--- src/design/axil_pkg.sv ---
// AXI4-Lite bus types
// Address, data and strobe widths plus the response encoding shared by
// every block on the bus

package axil_pkg;

  // ------------------------------------------------------------------------
  // Widths
  // ------------------------------------------------------------------------
  localparam int unsigned AddrWidth = 32;
  localparam int unsigned DataWidth = 32;
  localparam int unsigned StrbWidth = DataWidth / 8;

  // Byte address on the bus
  typedef logic [AddrWidth-1:0] addr_t;
  // One bus word
  typedef logic [DataWidth-1:0] data_t;
  // One strobe bit per byte lane
  typedef logic [StrbWidth-1:0] strb_t;

  // ------------------------------------------------------------------------
  // Response codes
  // ------------------------------------------------------------------------
  // EXOKAY (2'b01) is not used on AXI4-Lite
  typedef enum logic [1:0] {
    RESP_OKAY   = 2'b00,
    RESP_SLVERR = 2'b10,
    RESP_DECERR = 2'b11
  } resp_e;

endpackage
--- src/design/soc_cfg_pkg.sv ---
// Subsystem configuration
// Address map, target indices and the boot ROM image

package soc_cfg_pkg;

  // ------------------------------------------------------------------------
  // Address map
  // ------------------------------------------------------------------------
  typedef enum logic {
    TGT_ROM  = 1'b0,
    TGT_SRAM = 1'b1
  } target_e;

  localparam axil_pkg::addr_t RomBase   = 32'h0001_0000;
  localparam axil_pkg::addr_t RomLength = 32'h0000_1000;
  // SRAM window length comes from the SramWords parameter
  localparam axil_pkg::addr_t SramBase  = 32'h8000_0000;

  // ------------------------------------------------------------------------
  // Boot ROM image
  // ------------------------------------------------------------------------
  localparam int RomWords = 8;

  // Hart id into a0, image pointer into a1, then jump to SRAM
  localparam axil_pkg::data_t BootRomImage [0:RomWords-1] = '{
    32'hf140_2573,  // csrr  a0, mhartid
    32'h0000_0597,  // auipc a1, 0
    32'h0105_8593,  // addi  a1, a1, 16
    32'h8000_02b7,  // lui   t0, 0x80000
    32'h0002_8067,  // jr    t0
    32'h1050_0073,  // wfi
    32'hffdf_f06f,  // j     -4
    32'h0000_0013   // nop
  };

endpackage

--- src/design/axil_if.sv ---
// AXI4-Lite bus bundle
// Five channels with a manager view and a subordinate view

`timescale 1ns/1ps

interface axil_if;

  axil_pkg::addr_t aw_addr;
  logic            aw_valid;
  logic            aw_ready;

  axil_pkg::data_t w_data;
  axil_pkg::strb_t w_strb;
  logic            w_valid;
  logic            w_ready;

  axil_pkg::resp_e b_resp;
  logic            b_valid;
  logic            b_ready;

  axil_pkg::addr_t ar_addr;
  logic            ar_valid;
  logic            ar_ready;

  axil_pkg::data_t r_data;
  axil_pkg::resp_e r_resp;
  logic            r_valid;
  logic            r_ready;

  modport manager (
    output aw_addr, aw_valid, w_data, w_strb, w_valid, b_ready,
    output ar_addr, ar_valid, r_ready,
    input  aw_ready, w_ready, b_resp, b_valid, ar_ready, r_data, r_resp, r_valid
  );

  modport subordinate (
    input  aw_addr, aw_valid, w_data, w_strb, w_valid, b_ready,
    input  ar_addr, ar_valid, r_ready,
    output aw_ready, w_ready, b_resp, b_valid, ar_ready, r_data, r_resp, r_valid
  );

endinterface

--- src/design/axil_decoder.sv ---
// AXI4-Lite address decoder
// Takes one transaction at a time, registers it and forwards it to the
// boot ROM or the SRAM. Unmapped addresses get a DECERR response here.

`timescale 1ns/1ps

module axil_decoder #(
  parameter int unsigned SramWords = 1024
) (
  input  logic clk_i,
  input  logic rst_ni,
  axil_if.subordinate mgr,
  axil_if.manager     rom_bus,
  axil_if.manager     sram_bus
);

  localparam axil_pkg::addr_t SramLength = axil_pkg::addr_t'(SramWords * 4);

  typedef enum logic [1:0] {
    IDLE,
    FWD_REQ,
    WAIT_RSP,
    ERR_RSP
  } state_e;

  state_e                state_q, state_d;
  logic                  is_write_q;
  soc_cfg_pkg::target_e  target_q, target_d;
  axil_pkg::addr_t       addr_q;
  axil_pkg::data_t       wdata_q;
  axil_pkg::strb_t       wstrb_q;

  axil_pkg::addr_t       req_addr;
  logic                  rom_hit, sram_hit;
  logic                  rd_accept, wr_accept;
  logic                  fwd_rom, fwd_sram;
  logic                  wait_rom, wait_sram;
  logic                  tgt_req_done, rsp_done;

  // ------------------------------------------------------------------------
  // Request acceptance and address decode
  // ------------------------------------------------------------------------
  // Reads take priority when both arrive together
  assign rd_accept = (state_q == IDLE) & mgr.ar_valid;
  assign wr_accept = (state_q == IDLE) & ~mgr.ar_valid & mgr.aw_valid & mgr.w_valid;

  assign mgr.ar_ready = rd_accept;
  assign mgr.aw_ready = wr_accept;
  assign mgr.w_ready  = wr_accept;

  assign req_addr = mgr.ar_valid ? mgr.ar_addr : mgr.aw_addr;

  // Offset compare wraps below the base, so one test covers both bounds
  assign rom_hit  = (req_addr - soc_cfg_pkg::RomBase) < soc_cfg_pkg::RomLength;
  assign sram_hit = (req_addr - soc_cfg_pkg::SramBase) < SramLength;
  assign target_d = sram_hit ? soc_cfg_pkg::TGT_SRAM : soc_cfg_pkg::TGT_ROM;

  // ------------------------------------------------------------------------
  // Target side
  // ------------------------------------------------------------------------
  assign fwd_rom   = (state_q == FWD_REQ) & (target_q == soc_cfg_pkg::TGT_ROM);
  assign fwd_sram  = (state_q == FWD_REQ) & (target_q == soc_cfg_pkg::TGT_SRAM);
  assign wait_rom  = (state_q == WAIT_RSP) & (target_q == soc_cfg_pkg::TGT_ROM);
  assign wait_sram = (state_q == WAIT_RSP) & (target_q == soc_cfg_pkg::TGT_SRAM);

  assign rom_bus.ar_addr  = addr_q;
  assign rom_bus.ar_valid = fwd_rom & ~is_write_q;
  assign rom_bus.aw_addr  = addr_q;
  assign rom_bus.aw_valid = fwd_rom & is_write_q;
  assign rom_bus.w_data   = wdata_q;
  assign rom_bus.w_strb   = wstrb_q;
  assign rom_bus.w_valid  = fwd_rom & is_write_q;
  assign rom_bus.b_ready  = wait_rom & mgr.b_ready;
  assign rom_bus.r_ready  = wait_rom & mgr.r_ready;

  assign sram_bus.ar_addr  = addr_q;
  assign sram_bus.ar_valid = fwd_sram & ~is_write_q;
  assign sram_bus.aw_addr  = addr_q;
  assign sram_bus.aw_valid = fwd_sram & is_write_q;
  assign sram_bus.w_data   = wdata_q;
  assign sram_bus.w_strb   = wstrb_q;
  assign sram_bus.w_valid  = fwd_sram & is_write_q;
  assign sram_bus.b_ready  = wait_sram & mgr.b_ready;
  assign sram_bus.r_ready  = wait_sram & mgr.r_ready;

  // Targets raise awready and wready together
  assign tgt_req_done = is_write_q ?
      ((fwd_rom & rom_bus.aw_ready) | (fwd_sram & sram_bus.aw_ready)) :
      ((fwd_rom & rom_bus.ar_ready) | (fwd_sram & sram_bus.ar_ready));

  // ------------------------------------------------------------------------
  // Response path back to the manager
  // ------------------------------------------------------------------------
  always_comb begin
    mgr.b_valid = 1'b0;
    mgr.b_resp  = axil_pkg::RESP_OKAY;
    mgr.r_valid = 1'b0;
    mgr.r_data  = '0;
    mgr.r_resp  = axil_pkg::RESP_OKAY;
    if (wait_rom) begin
      mgr.b_valid = rom_bus.b_valid;
      mgr.b_resp  = rom_bus.b_resp;
      mgr.r_valid = rom_bus.r_valid;
      mgr.r_data  = rom_bus.r_data;
      mgr.r_resp  = rom_bus.r_resp;
    end else if (wait_sram) begin
      mgr.b_valid = sram_bus.b_valid;
      mgr.b_resp  = sram_bus.b_resp;
      mgr.r_valid = sram_bus.r_valid;
      mgr.r_data  = sram_bus.r_data;
      mgr.r_resp  = sram_bus.r_resp;
    end else if (state_q == ERR_RSP) begin
      // Unmapped, read data stays zero
      mgr.b_valid = is_write_q;
      mgr.b_resp  = axil_pkg::RESP_DECERR;
      mgr.r_valid = ~is_write_q;
      mgr.r_resp  = axil_pkg::RESP_DECERR;
    end
  end

  assign rsp_done = (mgr.b_valid & mgr.b_ready) | (mgr.r_valid & mgr.r_ready);

  // ------------------------------------------------------------------------
  // FSM
  // ------------------------------------------------------------------------
  always_comb begin
    state_d = state_q;
    case (state_q)
      IDLE: begin
        if (rd_accept || wr_accept) begin
          state_d = (rom_hit || sram_hit) ? FWD_REQ : ERR_RSP;
        end
      end
      FWD_REQ: begin
        if (tgt_req_done) state_d = WAIT_RSP;
      end
      WAIT_RSP, ERR_RSP: begin
        if (rsp_done) state_d = IDLE;
      end
      default: state_d = IDLE;
    endcase
  end

  always_ff @(posedge clk_i or negedge rst_ni) begin
    if (!rst_ni) begin
      state_q    <= IDLE;
      is_write_q <= 1'b0;
      target_q   <= soc_cfg_pkg::TGT_ROM;
    end else begin
      state_q <= state_d;
      if (rd_accept || wr_accept) begin
        is_write_q <= wr_accept;
        target_q   <= target_d;
      end
    end
  end

  // Captured request payload
  always_ff @(posedge clk_i) begin
    if (rd_accept || wr_accept) begin
      addr_q  <= req_addr;
      wdata_q <= mgr.w_data;
      wstrb_q <= mgr.w_strb;
    end
  end

endmodule

--- src/flat_wrapper.sv ---
// flat-port wrapper written by rule: the top's interface ports become plain ports
module axil_decoder_flat 
#(
  parameter int unsigned SramWords = 1024
)
  (clk_i, rst_ni, mgr_aw_addr, mgr_aw_valid, mgr_w_data, mgr_w_strb, mgr_w_valid, mgr_b_ready, mgr_ar_addr, mgr_ar_valid, mgr_r_ready, mgr_aw_ready, mgr_w_ready, mgr_b_resp, mgr_b_valid, mgr_ar_ready, mgr_r_data, mgr_r_resp, mgr_r_valid, rom_bus_aw_addr, rom_bus_aw_valid, rom_bus_w_data, rom_bus_w_strb, rom_bus_w_valid, rom_bus_b_ready, rom_bus_ar_addr, rom_bus_ar_valid, rom_bus_r_ready, rom_bus_aw_ready, rom_bus_w_ready, rom_bus_b_resp, rom_bus_b_valid, rom_bus_ar_ready, rom_bus_r_data, rom_bus_r_resp, rom_bus_r_valid, sram_bus_aw_addr, sram_bus_aw_valid, sram_bus_w_data, sram_bus_w_strb, sram_bus_w_valid, sram_bus_b_ready, sram_bus_ar_addr, sram_bus_ar_valid, sram_bus_r_ready, sram_bus_aw_ready, sram_bus_w_ready, sram_bus_b_resp, sram_bus_b_valid, sram_bus_ar_ready, sram_bus_r_data, sram_bus_r_resp, sram_bus_r_valid);
  axil_if mgr_i ();
  axil_if rom_bus_i ();
  axil_if sram_bus_i ();
  input  logic clk_i;
  input  logic rst_ni;
  input wire logic [$bits(mgr_i.aw_addr)-1:0] mgr_aw_addr;
  input wire logic [$bits(mgr_i.aw_valid)-1:0] mgr_aw_valid;
  input wire logic [$bits(mgr_i.w_data)-1:0] mgr_w_data;
  input wire logic [$bits(mgr_i.w_strb)-1:0] mgr_w_strb;
  input wire logic [$bits(mgr_i.w_valid)-1:0] mgr_w_valid;
  input wire logic [$bits(mgr_i.b_ready)-1:0] mgr_b_ready;
  input wire logic [$bits(mgr_i.ar_addr)-1:0] mgr_ar_addr;
  input wire logic [$bits(mgr_i.ar_valid)-1:0] mgr_ar_valid;
  input wire logic [$bits(mgr_i.r_ready)-1:0] mgr_r_ready;
  output wire logic [$bits(mgr_i.aw_ready)-1:0] mgr_aw_ready;
  output wire logic [$bits(mgr_i.w_ready)-1:0] mgr_w_ready;
  output wire logic [$bits(mgr_i.b_resp)-1:0] mgr_b_resp;
  output wire logic [$bits(mgr_i.b_valid)-1:0] mgr_b_valid;
  output wire logic [$bits(mgr_i.ar_ready)-1:0] mgr_ar_ready;
  output wire logic [$bits(mgr_i.r_data)-1:0] mgr_r_data;
  output wire logic [$bits(mgr_i.r_resp)-1:0] mgr_r_resp;
  output wire logic [$bits(mgr_i.r_valid)-1:0] mgr_r_valid;
  output wire logic [$bits(rom_bus_i.aw_addr)-1:0] rom_bus_aw_addr;
  output wire logic [$bits(rom_bus_i.aw_valid)-1:0] rom_bus_aw_valid;
  output wire logic [$bits(rom_bus_i.w_data)-1:0] rom_bus_w_data;
  output wire logic [$bits(rom_bus_i.w_strb)-1:0] rom_bus_w_strb;
  output wire logic [$bits(rom_bus_i.w_valid)-1:0] rom_bus_w_valid;
  output wire logic [$bits(rom_bus_i.b_ready)-1:0] rom_bus_b_ready;
  output wire logic [$bits(rom_bus_i.ar_addr)-1:0] rom_bus_ar_addr;
  output wire logic [$bits(rom_bus_i.ar_valid)-1:0] rom_bus_ar_valid;
  output wire logic [$bits(rom_bus_i.r_ready)-1:0] rom_bus_r_ready;
  input wire logic [$bits(rom_bus_i.aw_ready)-1:0] rom_bus_aw_ready;
  input wire logic [$bits(rom_bus_i.w_ready)-1:0] rom_bus_w_ready;
  input wire logic [$bits(rom_bus_i.b_resp)-1:0] rom_bus_b_resp;
  input wire logic [$bits(rom_bus_i.b_valid)-1:0] rom_bus_b_valid;
  input wire logic [$bits(rom_bus_i.ar_ready)-1:0] rom_bus_ar_ready;
  input wire logic [$bits(rom_bus_i.r_data)-1:0] rom_bus_r_data;
  input wire logic [$bits(rom_bus_i.r_resp)-1:0] rom_bus_r_resp;
  input wire logic [$bits(rom_bus_i.r_valid)-1:0] rom_bus_r_valid;
  output wire logic [$bits(sram_bus_i.aw_addr)-1:0] sram_bus_aw_addr;
  output wire logic [$bits(sram_bus_i.aw_valid)-1:0] sram_bus_aw_valid;
  output wire logic [$bits(sram_bus_i.w_data)-1:0] sram_bus_w_data;
  output wire logic [$bits(sram_bus_i.w_strb)-1:0] sram_bus_w_strb;
  output wire logic [$bits(sram_bus_i.w_valid)-1:0] sram_bus_w_valid;
  output wire logic [$bits(sram_bus_i.b_ready)-1:0] sram_bus_b_ready;
  output wire logic [$bits(sram_bus_i.ar_addr)-1:0] sram_bus_ar_addr;
  output wire logic [$bits(sram_bus_i.ar_valid)-1:0] sram_bus_ar_valid;
  output wire logic [$bits(sram_bus_i.r_ready)-1:0] sram_bus_r_ready;
  input wire logic [$bits(sram_bus_i.aw_ready)-1:0] sram_bus_aw_ready;
  input wire logic [$bits(sram_bus_i.w_ready)-1:0] sram_bus_w_ready;
  input wire logic [$bits(sram_bus_i.b_resp)-1:0] sram_bus_b_resp;
  input wire logic [$bits(sram_bus_i.b_valid)-1:0] sram_bus_b_valid;
  input wire logic [$bits(sram_bus_i.ar_ready)-1:0] sram_bus_ar_ready;
  input wire logic [$bits(sram_bus_i.r_data)-1:0] sram_bus_r_data;
  input wire logic [$bits(sram_bus_i.r_resp)-1:0] sram_bus_r_resp;
  input wire logic [$bits(sram_bus_i.r_valid)-1:0] sram_bus_r_valid;
  assign mgr_i.aw_addr = mgr_aw_addr;
  assign mgr_i.aw_valid = mgr_aw_valid;
  assign mgr_i.w_data = mgr_w_data;
  assign mgr_i.w_strb = mgr_w_strb;
  assign mgr_i.w_valid = mgr_w_valid;
  assign mgr_i.b_ready = mgr_b_ready;
  assign mgr_i.ar_addr = mgr_ar_addr;
  assign mgr_i.ar_valid = mgr_ar_valid;
  assign mgr_i.r_ready = mgr_r_ready;
  assign mgr_aw_ready = mgr_i.aw_ready;
  assign mgr_w_ready = mgr_i.w_ready;
  assign mgr_b_resp = mgr_i.b_resp;
  assign mgr_b_valid = mgr_i.b_valid;
  assign mgr_ar_ready = mgr_i.ar_ready;
  assign mgr_r_data = mgr_i.r_data;
  assign mgr_r_resp = mgr_i.r_resp;
  assign mgr_r_valid = mgr_i.r_valid;
  assign rom_bus_aw_addr = rom_bus_i.aw_addr;
  assign rom_bus_aw_valid = rom_bus_i.aw_valid;
  assign rom_bus_w_data = rom_bus_i.w_data;
  assign rom_bus_w_strb = rom_bus_i.w_strb;
  assign rom_bus_w_valid = rom_bus_i.w_valid;
  assign rom_bus_b_ready = rom_bus_i.b_ready;
  assign rom_bus_ar_addr = rom_bus_i.ar_addr;
  assign rom_bus_ar_valid = rom_bus_i.ar_valid;
  assign rom_bus_r_ready = rom_bus_i.r_ready;
  assign rom_bus_i.aw_ready = rom_bus_aw_ready;
  assign rom_bus_i.w_ready = rom_bus_w_ready;
  assign rom_bus_i.b_resp = rom_bus_b_resp;
  assign rom_bus_i.b_valid = rom_bus_b_valid;
  assign rom_bus_i.ar_ready = rom_bus_ar_ready;
  assign rom_bus_i.r_data = rom_bus_r_data;
  assign rom_bus_i.r_resp = rom_bus_r_resp;
  assign rom_bus_i.r_valid = rom_bus_r_valid;
  assign sram_bus_aw_addr = sram_bus_i.aw_addr;
  assign sram_bus_aw_valid = sram_bus_i.aw_valid;
  assign sram_bus_w_data = sram_bus_i.w_data;
  assign sram_bus_w_strb = sram_bus_i.w_strb;
  assign sram_bus_w_valid = sram_bus_i.w_valid;
  assign sram_bus_b_ready = sram_bus_i.b_ready;
  assign sram_bus_ar_addr = sram_bus_i.ar_addr;
  assign sram_bus_ar_valid = sram_bus_i.ar_valid;
  assign sram_bus_r_ready = sram_bus_i.r_ready;
  assign sram_bus_i.aw_ready = sram_bus_aw_ready;
  assign sram_bus_i.w_ready = sram_bus_w_ready;
  assign sram_bus_i.b_resp = sram_bus_b_resp;
  assign sram_bus_i.b_valid = sram_bus_b_valid;
  assign sram_bus_i.ar_ready = sram_bus_ar_ready;
  assign sram_bus_i.r_data = sram_bus_r_data;
  assign sram_bus_i.r_resp = sram_bus_r_resp;
  assign sram_bus_i.r_valid = sram_bus_r_valid;
  axil_decoder #(.SramWords(SramWords)) u_core (.clk_i(clk_i), .rst_ni(rst_ni), .mgr(mgr_i), .rom_bus(rom_bus_i), .sram_bus(sram_bus_i));
endmodule
--- config.mk ---
export PLATFORM = sky130hd
export DESIGN_NAME = axil_decoder_flat
export DESIGN_NICKNAME = d
export VERILOG_FILES = /design/src/design/axil_pkg.sv /design/src/design/soc_cfg_pkg.sv /design/src/design/axil_if.sv /design/src/design/axil_decoder.sv /design/src/flat_wrapper.sv
export SDC_FILE = /design/constraint.sdc
export NUM_CORES = 1
export LEC_CHECK = 0
export BUFFER_PORTS_ARGS = -buffer_cell sky130_fd_sc_hd__buf_2
export CAP_MARGIN = 20
export CORE_AREA = 2 2 170 172
export DETAILED_ROUTE_END_ITERATION = 8
export DIE_AREA = 0 0 172 174
export MAX_ROUTING_LAYER = met4
export PLACE_DENSITY = 0.48
export RECOVER_POWER = 100
export SETUP_SLACK_MARGIN = 0.05
export SYNTH_ARGS = -nofsm -noshare
export SYNTH_HDL_FRONTEND = slang
export SYNTH_SLANG_ARGS = --single-unit
--- constraint.sdc ---
create_clock -name clk_i -period 8.1 [get_ports clk_i]
set_input_delay 0.81 -clock clk_i [delete_from_list [all_inputs] [get_ports clk_i]]
set_output_delay 0.81 -clock clk_i [all_outputs]
set_load 0.1 [all_outputs]
* Yosys cells after proc, flatten, opt, wreduce, memory -nomap -nowiden
Cells that the tools add are included.
** Word-level totals
- Register bits :: 72
- Bits of input ports :: 189
- Word-level logic and storage cells :: 70
** Cells by class
- $add $sub $neg :: 2
- Order comparisons :: 2
- Equal/unequal tests :: 6
- Multiplexer cells :: 21
- Bitwise gates (word level) :: 28
- Reduce and logical (&&, ||, !) cells :: 5
** Operators with widths (count)
- two-way mux 32 bit :: 3
- < comparator 32 x 13 -> 1 bit (second input constant) :: 2
- subtractor 32 x 17 -> 32 bit (second input constant) :: 1
- subtractor 32 bit (second input constant) :: 1
- AND 1 bit :: 22
- two-way mux 2 bit :: 9
- two-way mux 1 bit :: 8
- one-hot mux 2 bit (3 select lines) :: 1
- equality test 2 bit (second input constant) :: 2
- inequality test 2 x 1 -> 1 bit (second input constant) :: 2
- NOT 1 bit :: 3
- bitwise OR 1 bit :: 3
- AND reduction 3 bit :: 1
- equality test 2 x 1 -> 1 bit (second input constant) :: 1
- zero test 2 bit :: 1
- logical OR 1 bit :: 2
- inequality test 2 bit (second input constant) :: 1
- OR reduction 2 bit :: 1

* Longest topological paths before layout
Gate-level depths: netlist of the first run.
- Depth after elaboration :: 8
- Depth in mapped cells :: 6
- Mapped depth without buffers :: 4

* Worst setup path before layout of the first run
Ideal clock, no wire load.
- Path kind :: input -> register
- Start point :: in mgr_w_valid
- End point :: reg u_core.addr_q[0] (netlist: u_core.rom_bus.ar_addr[0]), enable pin
- Arrival :: 5.591 ns
- Setup slack :: 1.927 ns
- Stages :: 2
- Buffers on the path :: 0
- Cell sequence :: a21oi_1 -> nor3_1
** Between the ends
- Longest elaborated chain between the ends :: 2
** RTL lines
- start: declaration :: RTL line flat_wrapper.sv:16 : input wire logic [$bits(mgr_i.w_valid)-1:0] mgr_w_valid;
- AND 1 bit :: RTL line axil_decoder.sv:45 : assign wr_accept = (state_q == IDLE) & ~mgr.ar_valid & mgr.aw_valid & mgr.w_valid;
- logical OR 1 bit :: RTL line axil_decoder.sv:160 : if (rd_accept || wr_accept) begin
- end signal: assignment :: RTL line axil_decoder.sv:161 : addr_q <= req_addr;
- end: declaration :: RTL line axil_decoder.sv:29 : axil_pkg::addr_t addr_q;
No other way between the ends.
A chain may end at the register's enable or synchronous reset.

* Final worst setup path of the first run
- Start point :: in mgr_ar_valid
- End point :: reg u_core.wdata_q[28] (netlist: u_core.rom_bus.w_data[28]), enable pin
** Between the ends
- Longest elaborated chain between the ends :: 5
- Elaborated cells on any way between the ends :: 6
** RTL lines
- start: declaration :: RTL line flat_wrapper.sv:19 : input wire logic [$bits(mgr_i.ar_valid)-1:0] mgr_ar_valid;
- NOT 1 bit :: RTL line axil_decoder.sv:45
- AND 1 bit (3 in a row) :: RTL line axil_decoder.sv:45
- logical OR 1 bit * :: RTL line axil_decoder.sv:160
- end signal: assignment :: RTL line axil_decoder.sv:162 : wdata_q <= mgr.w_data;
- end: declaration :: RTL line axil_decoder.sv:30 : axil_pkg::data_t wdata_q;
Mark *: on every way between the ends. The rest lies on a longest branch, timed or not.

==> impl_metrics.py, run 1 <==
metrics = {
    "floorplan": {
        "start_util_pct": 15.4,
        "die_area_um2": 29900,
        "core-area_um2": 28200,
        "io_pins": 440,
        "die_h_um": 174,
        "die_w_um": 172,
        "rows": 62,
    },
    "critical_path": {
        "crit_fanout": 40,
        "critPathLaunch": "mgr_ar_valid",
        "start_kind": "primary input",
        "arrival_ns": 4.95,
        "reg2reg_depth": 2,
        "worstSetupPathType": "in2reg",
        "regToRegSetupSlack_ns": 5.00,
        "rr_endpoint": "u_core.rom_bus.w_data[28]",
        "cp.required_ns": 8.01,
        "r2r-start": "u_core.state_q[1]",
        "endpoint_kind": "register",
        "crit_path_end": "u_core.rom_bus.w_data[28]",
    },
    "grt": {
        "grt_pass1_wl_mm": 23.1,
        "grt_usage_pct": 11.2,
        "globalRouteMet2Util_pct": 20.7,
        "grt_max_degree": 41,
        "busiest_layer": "met2",
        "antenna_found_initial": 3,
        "use_met3_pct": 2.71,
        "met1_usage_pct": 11.7,
        "grt_pass1_vias": 3655,
        "grt_overflow": 0,
    },
    "layout": {
        "seq_area_um2": 2140,
        "area.growth.synth_to_final_pct": 37.0,
        "fillers": 3242,
        "multi_input_area_um2": 1110,
        "final_common_cell": "clkbuf_1",
        "fin_nets": 847,
        "drive_gt1_share_pct": 35.3,
        "final_cell_mix": "256 x clkbuf_1, 184 x buf_2, 68 x edfxtp_1",
    },
    "cts": {
        "post_cts.repair.setup_buffers": 0,
        "cts_resized": 0,
        "htree_levels": 3,
        "cts_buffer_depth": 2,
        "clkTransAtPathRegs_ns": 0.08,
        "hold_buffers": 0,
        "cts_root_buffer": "clkbuf_16",
        "cts_tree": "yes",
        "cts_made_buffers": 9,
        "clock_latency_ns": 0.35,
        "cts.sinks": 72,
    },
    "routing": {
        "ant_nets": 0,
        "wl_per_cell_um": 16.9,
        "viasPerCell": 3.70,
        "drc": 0,
        "drt_first_pass_iters": 4,
        "wirelength_mm": 17.8,
        "vias": 3884,
        "drtIter0Drc": 160,
    },
    "sta": {
        "worst_slew_pin_slew_ns": 2.58,
        "maxSlewViolCount": 113,
        "fin_crit_ns": 5.04,
        "finalClockSkew_ns": 0.0115,
        "setup_viol": 0,
        "hold_violations": 0,
        "rsz0062_at_grt": "false",
        "min_period_over_period_pct": 62.2,
        "fmax_ghz": 0.198,
        "finalSetupTns_ns": 0,
        "relSlewSlack_pct": -72.3,
    },
    "yosys": {
        "synth-edff-count": 68,
        "synth_ff_type": "edfxtp_1",
        "yosysWarningCount": 0,
        "avgSynthCellArea_um2": 12.2,
        "syn-num-nets": 546,
        "yosysSeqAreaShare_pct": 49.1,
        "ys_types": 38,
        "syn_inst": 357,
        "syn-cell-area_um2": 4360,
        "ys_ff_latch": 72,
        "ys_async_sr_fraction_pct": 5.56,
    },
    "placed_design": {
        "place_congestion": 0.831,
        "hpwl_mm": 14.7,
        "port_buffers": 437,
    },
    "run": {
        "maxCapViolCount": 3,
    },
    "hold_path": {
        "hp-class": "in2async",
    },
    "run_status": {
        "violations": "max-capacitance violations, max-slew violations",
        "outcome": "finished, violations left",
    },
}
## metal layers
metal,up-vias,share of wire (%)
li1,1770,-
met1,1833,38
met2,270,53
met3,11,7.7
met4,0,1.3
met5,-,0
## through the flow
step	instance area (um^2)	worst slack, ns	std cells	utilization, %	hold WS, ns
after global placement	5960	4.70	1029	21.1	0.632
after detailed placement	5960	4.70	1029	21.1	0.633
final	5970	3.06	1049	21.1	0.295
after CTS	6260	4.30	1045	22.2	0.238
after global routing	5970	2.57	1049	21.1	0.285
after floorplan	4360	1.93	357	-	0.514
## logic make-up (layout without fill, tap and decap cells)
| group | count (synthesis) | in the layout | share of synthesized area [%] |
|---|---|---|---|
| AO/OA/AOI/OAI | 48 | 48 | 9.33 |
| XOR/XNOR | 2 | 2 | 0.402 |
| buffers and inverters | 155 | 461 | 25.3 |
| flip-flops | 72 | 72 | 49.1 |
| multiplexers | 40 | 40 | 10.4 |
| other | 0 | 2 | 0 |
| AND/OR/NAND/NOR | 40 | 40 | 5.40 |
## cells in the mapped netlist (all sizes together), types with 2 or more instances
master	number	area [um^2]
a21boi	4	30.0
a21oi	2	10.0
a22o	32	280
and2	5	31.3
and3	3	18.8
buf	147	1070
clkbuf	5	18.8
dfrtp	4	100
edfxtp	68	2040
inv	3	11.3
mux2	34	383
mux2i	5	50.1
nand2	5	18.8
nand3b	2	15.0
nand4	2	12.5
nor2	5	18.8
nor3	3	15.0
nor4	7	43.8
nor4b	2	17.5
o2111ai	2	17.5
o211a	3	30.0
or4	2	15.0
xor2	2	17.5
## worst min-delay path by stage
stage | start | to | depth (start not counted)
finish | rst_ni | u_core.is_write_q | 1
global placement | rst_ni | u_core.state_q[0] | 1
detailed placement | rst_ni | u_core.state_q[0] | 1
global route | rst_ni | u_core.is_write_q | 1
floorplan | rst_ni | u_core.is_write_q | 0
CTS | rst_ni | u_core.is_write_q | 1
## state kept, by name, summed over array words and instances, names as in the netlist
register	count
u_core.target_q	1
u_core.state_q	2
u_core.rom_bus.w_data	32
u_core.rom_bus.w_strb	4
u_core.is_write_q	1
u_core.rom_bus.ar_addr	32
## worst max-delay path, cell delays in order
cell      delay (ns)
buf_2           0.07
clkbuf_1        1.81
a21oi_1         0.17
nor3_1          0.31
clkbuf_1        1.71
## final cells by class
type	instances	area share, %
clock buffer	9	3.77
inverter	3	0.189
sequential	72	35.9
timing repair buffer	442	32.2
antenna	2	0.0838
tap	384	8.05
clock inverter	7	1.15
multi-input combinational	130	18.7
Power of run 1 is left out: the tool's default activity adds up to more than one toggle a clock period on the data nets, which glitch-free logic cannot reach.
==> run 2: changes to the inputs <==
--- a/config.mk
+++ b/config.mk
@@ -5,13 +5,14 @@
 export SDC_FILE = /design/constraint.sdc
 export NUM_CORES = 1
 export LEC_CHECK = 0
+export ABC_AREA = 1
 export BUFFER_PORTS_ARGS = -buffer_cell sky130_fd_sc_hd__buf_2
 export CAP_MARGIN = 20
-export CORE_AREA = 2 2 170 172
+export CORE_AREA = 2 2 169 171
 export DETAILED_ROUTE_END_ITERATION = 8
-export DIE_AREA = 0 0 172 174
+export DIE_AREA = 0 0 171 173
 export MAX_ROUTING_LAYER = met4
-export PLACE_DENSITY = 0.48
+export PLACE_DENSITY = 0.51
 export RECOVER_POWER = 100
 export SETUP_SLACK_MARGIN = 0.05
 export SYNTH_ARGS = -nofsm -noshare
==> constraint.sdc (replaced) <==
create_clock -name clk_i -period 4.1 [get_ports clk_i]
set_input_delay 0.41 -clock clk_i [delete_from_list [all_inputs] [get_ports clk_i]]
set_output_delay 0.41 -clock clk_i [all_outputs]
set_load 0.1 [all_outputs]
==> impl_metrics.py, run 2 <==
metrics = {
    "sta": {
        "finalClockSkew_ns": 0.00551,
        "fin_crit_ns": 3.45,
        "min_period_over_period_pct": 84.0,
        "setup_viol": 0,
        "finalSetupTns_ns": 0,
        "worst_slew_pin_slew_ns": 1.43,
        "maxSlewViolCount": 0,
        "whs_ns": 0.248,
        "relSlewSlack_pct": 4.60,
        "fmax_ghz": 0.290,
        "setup_ws_ns": 0.655,
        "hold_violations": 0,
        "rsz0062_at_grt": "false",
    },
    "cts": {
        "htree_levels": 3,
        "cts_buffer_depth": 2,
        "cts_root_buffer": "clkbuf_16",
        "cts_resized": 0,
        "clkTransAtPathRegs_ns": 0.06,
        "cts_tree": "yes",
        "clock_latency_ns": 0.33,
        "cts.sinks": 72,
        "cts_made_buffers": 9,
    },
    "yosys": {
        "synth-edff-count": 68,
        "yosysSeqAreaShare_pct": 44.2,
        "synth_top_family_by_area": "simple AND/OR/NAND/NOR gates",
        "yosysMostFrequentCell": "nand2_1",
        "synthSimpleGateAreaFrac_pct": 28.0,
        "synth_compound_area_share_pct": 1.06,
        "synthMuxAreaShare_pct": 0,
        "synth_xor_xnor_area_share_pct": 0,
        "synth_ff_type": "edfxtp_1",
        "synthAdderAreaFrac_pct": 0,
        "syn-num-nets": 799,
        "synth_top_area_share_pct": 42.2,
        "avgSynthCellArea_um2": 7.94,
        "ys_ff_latch": 72,
        "ys_types": 21,
        "synthTopCellsByCount": "192 x nand2_1, 138 x buf_4, 90 x nand3_1",
        "syn_inst": 610,
        "yosys.area.top_type": "edfxtp_1",
        "ys_async_sr_fraction_pct": 5.56,
        "syn-cell-area_um2": 4840,
        "netlist_top_cells_area": "edfxtp_1 42%, buf_4 21%, nand2_1 15%, nand3_1 9.3%, inv_1 3.1%",
        "yosysWarningCount": 0,
    },
    "critical_path": {
        "crit_chain": "buf_4 -> inv_1 -> buf_4 -> nand2_1 -> nor2_1 -> clkbuf_1",
        "arrival_ns": 3.04,
        "critPathMaxStageDelay_ns": 0.88,
        "cp.required_ns": 3.69,
        "reg2reg_depth": 8,
        "worstSetupPathType": "reg2out",
        "regToRegSetupSlack_ns": 1.28,
        "critPathBufInv": 4,
        "rr_endpoint": "u_core.rom_bus.w_data[24]",
        "crit_slowest_cell": "clkbuf_1",
        "r2r-start": "u_core.state_q[1]",
        "endpoint_kind": "output pin",
        "cpMostUsedCell": "buf_4",
        "start_kind": "register",
        "critical_path.top_delay_family": "buffers and inverters",
        "crit_fanout": 42,
    },
    "floorplan": {
        "rows": 61,
        "die_area_um2": 29600,
        "io_pins": 440,
        "core-area_um2": 27600,
        "start_util_pct": 17.5,
        "die_h_um": 173,
        "die_w_um": 171,
    },
    "placed_design": {
        "hpwl_mm": 15.0,
        "port_buffers": 437,
        "place_ws_ns": 1.38,
        "place_congestion": 0.779,
        "placed_area_um2": 6430,
    },
    "routing": {
        "wirelength_mm": 18.1,
        "wl_per_cell_um": 14.0,
        "drc": 0,
        "ant_nets": 0,
        "vias": 4877,
        "drtIter0Drc": 276,
        "viasPerCell": 3.77,
        "drt_first_pass_iters": 5,
    },
    "grt": {
        "grt_usage_pct": 11.7,
        "grt_pass1_wl_mm": 25.0,
        "antenna_found_initial": 3,
        "grt_pass1_vias": 4344,
        "grt_max_degree": 75,
        "grt_overflow": 0,
    },
    "run": {
        "maxCapViolCount": 0,
    },
    "hold_path": {
        "hp-class": "in2reg",
        "whs_path_depth": 1,
        "min_to": "u_core.rom_bus.w_data[20]",
        "hp-start": "mgr_w_data[20]",
    },
    "run_status": {
        "outcome": "finished, final reports clean",
    },
    "layout": {
        "drive_gt1_share_pct": 22.9,
        "final_cell_mix": "254 x clkbuf_1, 194 x nand2_1, 186 x buf_2",
        "final_common_cell": "clkbuf_1",
        "stdcell_area_um2": 6400,
        "area.growth.synth_to_final_pct": 32.1,
        "fin_nets": 1094,
    },
}
## run 2: cell families after synthesis
logic type,count (synthesis)
AND/OR/NAND/NOR,327
flip-flops,72
buffers and inverters,202
AO/OA/AOI/OAI,9
## run 2: area by class of cell
type | instances | area [um^2]
Clock inverter | 6 | 43.8
Multi-Input combinational cell | 336 | 1410
Timing Repair Buffer | 445 | 1940
Tap cell | 378 | 473
Clock buffer | 10 | 229
Sequential cell | 72 | 2140
Antenna cell | 5 | 12.5
Fill cell | 3256 | 21200
Inverter | 41 | 154
## run 2: routing by layer
metal  vias to the layer above  GRT usage (%)  wire length, um
li1                       2411              -                -
met2                       265           20.3             9140
met4                         0           3.18              217
met1                      2189           13.5             7460
met3                        12           2.52             1310
met5                         -              -                0
## run 2: per-stage QoR
| step | std cells | utilization, % |
|---|---|---|
| floorplan | 610 | - |
| global placement | 1271 | 23.3 |
| detailed placement | 1271 | 23.3 |
| CTS | 1288 | 24.3 |
| global route | 1291 | 23.1 |
| finish | 1293 | 23.2 |
## run 2: what timing repair did
item | CTS | global route
hold buffers | 1 | 0
buffers inserted | 0 | 0
endpoints found under the hold margin | 4 | 0
## run 2: worst max-delay path by stage
stage	start	end	depth (start not counted)
floorplan	u_core.state_q[1]	u_core.rom_bus.ar_addr[0]	6
global placement	u_core.target_q	rom_bus_b_ready	6
detailed placement	u_core.target_q	rom_bus_b_ready	6
CTS	u_core.target_q	rom_bus_b_ready	6
global route	u_core.target_q	rom_bus_b_ready	6
finish	u_core.target_q	rom_bus_b_ready	6
Power of run 2 is left out for the same reason.
==> run 3: changes to the inputs <==
==> constraint.sdc (replaced) <==
create_clock -name clk_i -period 3.1 [get_ports clk_i]
set_input_delay 0.31 -clock clk_i [delete_from_list [all_inputs] [get_ports clk_i]]
set_output_delay 0.31 -clock clk_i [all_outputs]
set_load 0.1 [all_outputs]
==> impl_metrics.py, run 3 (synthesis results as in run 2) <==
metrics = {
    "critical_path": {
        "rr_endpoint": "u_core.rom_bus.ar_addr[9]",
        "endpoint_kind": "output pin",
        "regToRegSetupSlack_ns": 0.71,
        "worstSetupPathType": "reg2out",
        "r2r-start": "u_core.state_q[1]",
        "cp.required_ns": 2.79,
        "reg2reg_depth": 8,
        "crit_fanout": 9,
        "start_kind": "register",
        "arrival_ns": 2.39,
    },
    "cts": {
        "clock_latency_ns": 0.34,
        "cts_buffer_depth": 2,
        "htree_levels": 3,
        "cts_root_buffer": "clkbuf_16",
        "cts_tree": "yes",
        "hold_buffers": 1,
        "clkTransAtPathRegs_ns": 0.07,
        "cts_made_buffers": 9,
        "cts_resized": 0,
        "cts.sinks": 72,
        "post_cts.repair.setup_buffers": 0,
    },
    "sta": {
        "hold_violations": 0,
        "rsz0062_at_grt": "false",
        "finalSetupTns_ns": 0,
        "fin_crit_ns": 2.70,
        "relSlewSlack_pct": 15.6,
        "finalClockSkew_ns": 0.00733,
        "fmax_ghz": 0.370,
        "worst_slew_pin_slew_ns": 1.27,
        "maxSlewViolCount": 0,
        "min_period_over_period_pct": 87.3,
        "setup_viol": 0,
        "whs_ns": 0.144,
    },
    "grt": {
        "grt_pass1_wl_mm": 26.2,
        "grt_usage_pct": 12.0,
        "grt_max_degree": 75,
        "antenna_found_initial": 1,
        "grt_overflow": 0,
        "grt_pass1_vias": 4537,
    },
    "layout": {
        "drive_gt1_share_pct": 27.8,
        "final_common_cell": "clkbuf_1",
        "fin_nets": 1095,
        "area.growth.synth_to_final_pct": 33.9,
        "final_core_util_pct": 23.5,
        "final_cell_mix": "210 x clkbuf_1, 194 x nand2_1, 183 x buf_2",
    },
    "hold_path": {
        "min_to": "u_core.rom_bus.w_data[15]",
        "whs_path_depth": 1,
        "hp-start": "mgr_w_data[15]",
        "hp-class": "in2reg",
    },
    "floorplan": {
        "rows": 61,
        "core-area_um2": 27600,
        "die_h_um": 173,
        "start_util_pct": 17.5,
        "die_w_um": 171,
        "die_area_um2": 29600,
        "io_pins": 440,
    },
    "placed_design": {
        "place_congestion": 0.794,
        "hpwl_mm": 14.9,
        "port_buffers": 437,
    },
    "routing": {
        "wirelength_mm": 18.4,
        "drc": 0,
        "wl_per_cell_um": 14.3,
        "drtIter0Drc": 247,
        "vias": 4831,
        "viasPerCell": 3.74,
        "ant_nets": 0,
        "drt_first_pass_iters": 4,
    },
    "run_status": {
        "outcome": "finished, final reports clean",
    },
    "run": {
        "maxCapViolCount": 0,
    },
}
## run 3: cell count changes in the layout (fill, tap and decap cells not counted), moves of 2 or more
cell        previous run  this run
buf_2                186       183
clkbuf_1             254       210
clkbuf_2               0        44
clkinv_2               2         0
clkinv_4               2         0
clkinvlp_4             1         4
diode_2                5         1
inv_6                  1         3
## run 3: final cells by class
type                            instances  area, um^2
Clock inverter                          7        60.1
Multi-Input combinational cell        336        1410
Fill cell                            3226       21100
Inverter                               41         158
Clock buffer                            9         225
Tap cell                              378         473
Timing Repair Buffer                  446        2020
Antenna cell                            1        2.50
Sequential cell                        72        2140
## run 3: per-stage QoR
step / area, um^2 / worst slack [ns] / instances
2_1_floorplan: 4850 / 0.198 / 610
3_3_place_gp: 6510 / 0.769 / 1272
3_5_place_dp: 6510 / 0.782 / 1272
4_1_cts: 6800 / 0.553 / 1289
5_1_grt: 6480 / 0.247 / 1290
6_report: 6480 / 0.395 / 1290
## run 3: worst max path at each step
stage | to | depth (start not counted) | slack (ns) | from
2_1_floorplan | u_core.rom_bus.ar_addr[0] | 7 | 0.20 | mgr_ar_valid
3_3_place_gp | u_core.rom_bus.w_data[22] | 8 | 0.77 | u_core.state_q[1]
3_5_place_dp | u_core.rom_bus.w_data[18] | 8 | 0.78 | u_core.state_q[1]
4_1_cts | mgr_b_valid | 6 | 0.55 | u_core.state_q[1]
5_1_grt | rom_bus_ar_valid | 6 | 0.25 | u_core.state_q[1]
6_report | rom_bus_ar_valid | 6 | 0.40 | u_core.state_q[1]
## run 3: per-layer routing
metal	vias to the layer above	global-route usage [%]	routed length, um
met1	2178	13.8	7640
met4	0	3.28	214
met3	14	2.17	1190
met5	-	-	0
li1	2408	-	-
met2	231	21.4	9380
## run 3: critical path, stage by stage, from the launching register on
cell and delay (ns):
dfrtp_1 0.49, inv_1 0.16, nand2_1 0.16, nor2_1 0.17
inv_1 0.07, nor2_1 0.12, clkbuf_1 0.89
Power of run 3 is left out for the same reason.
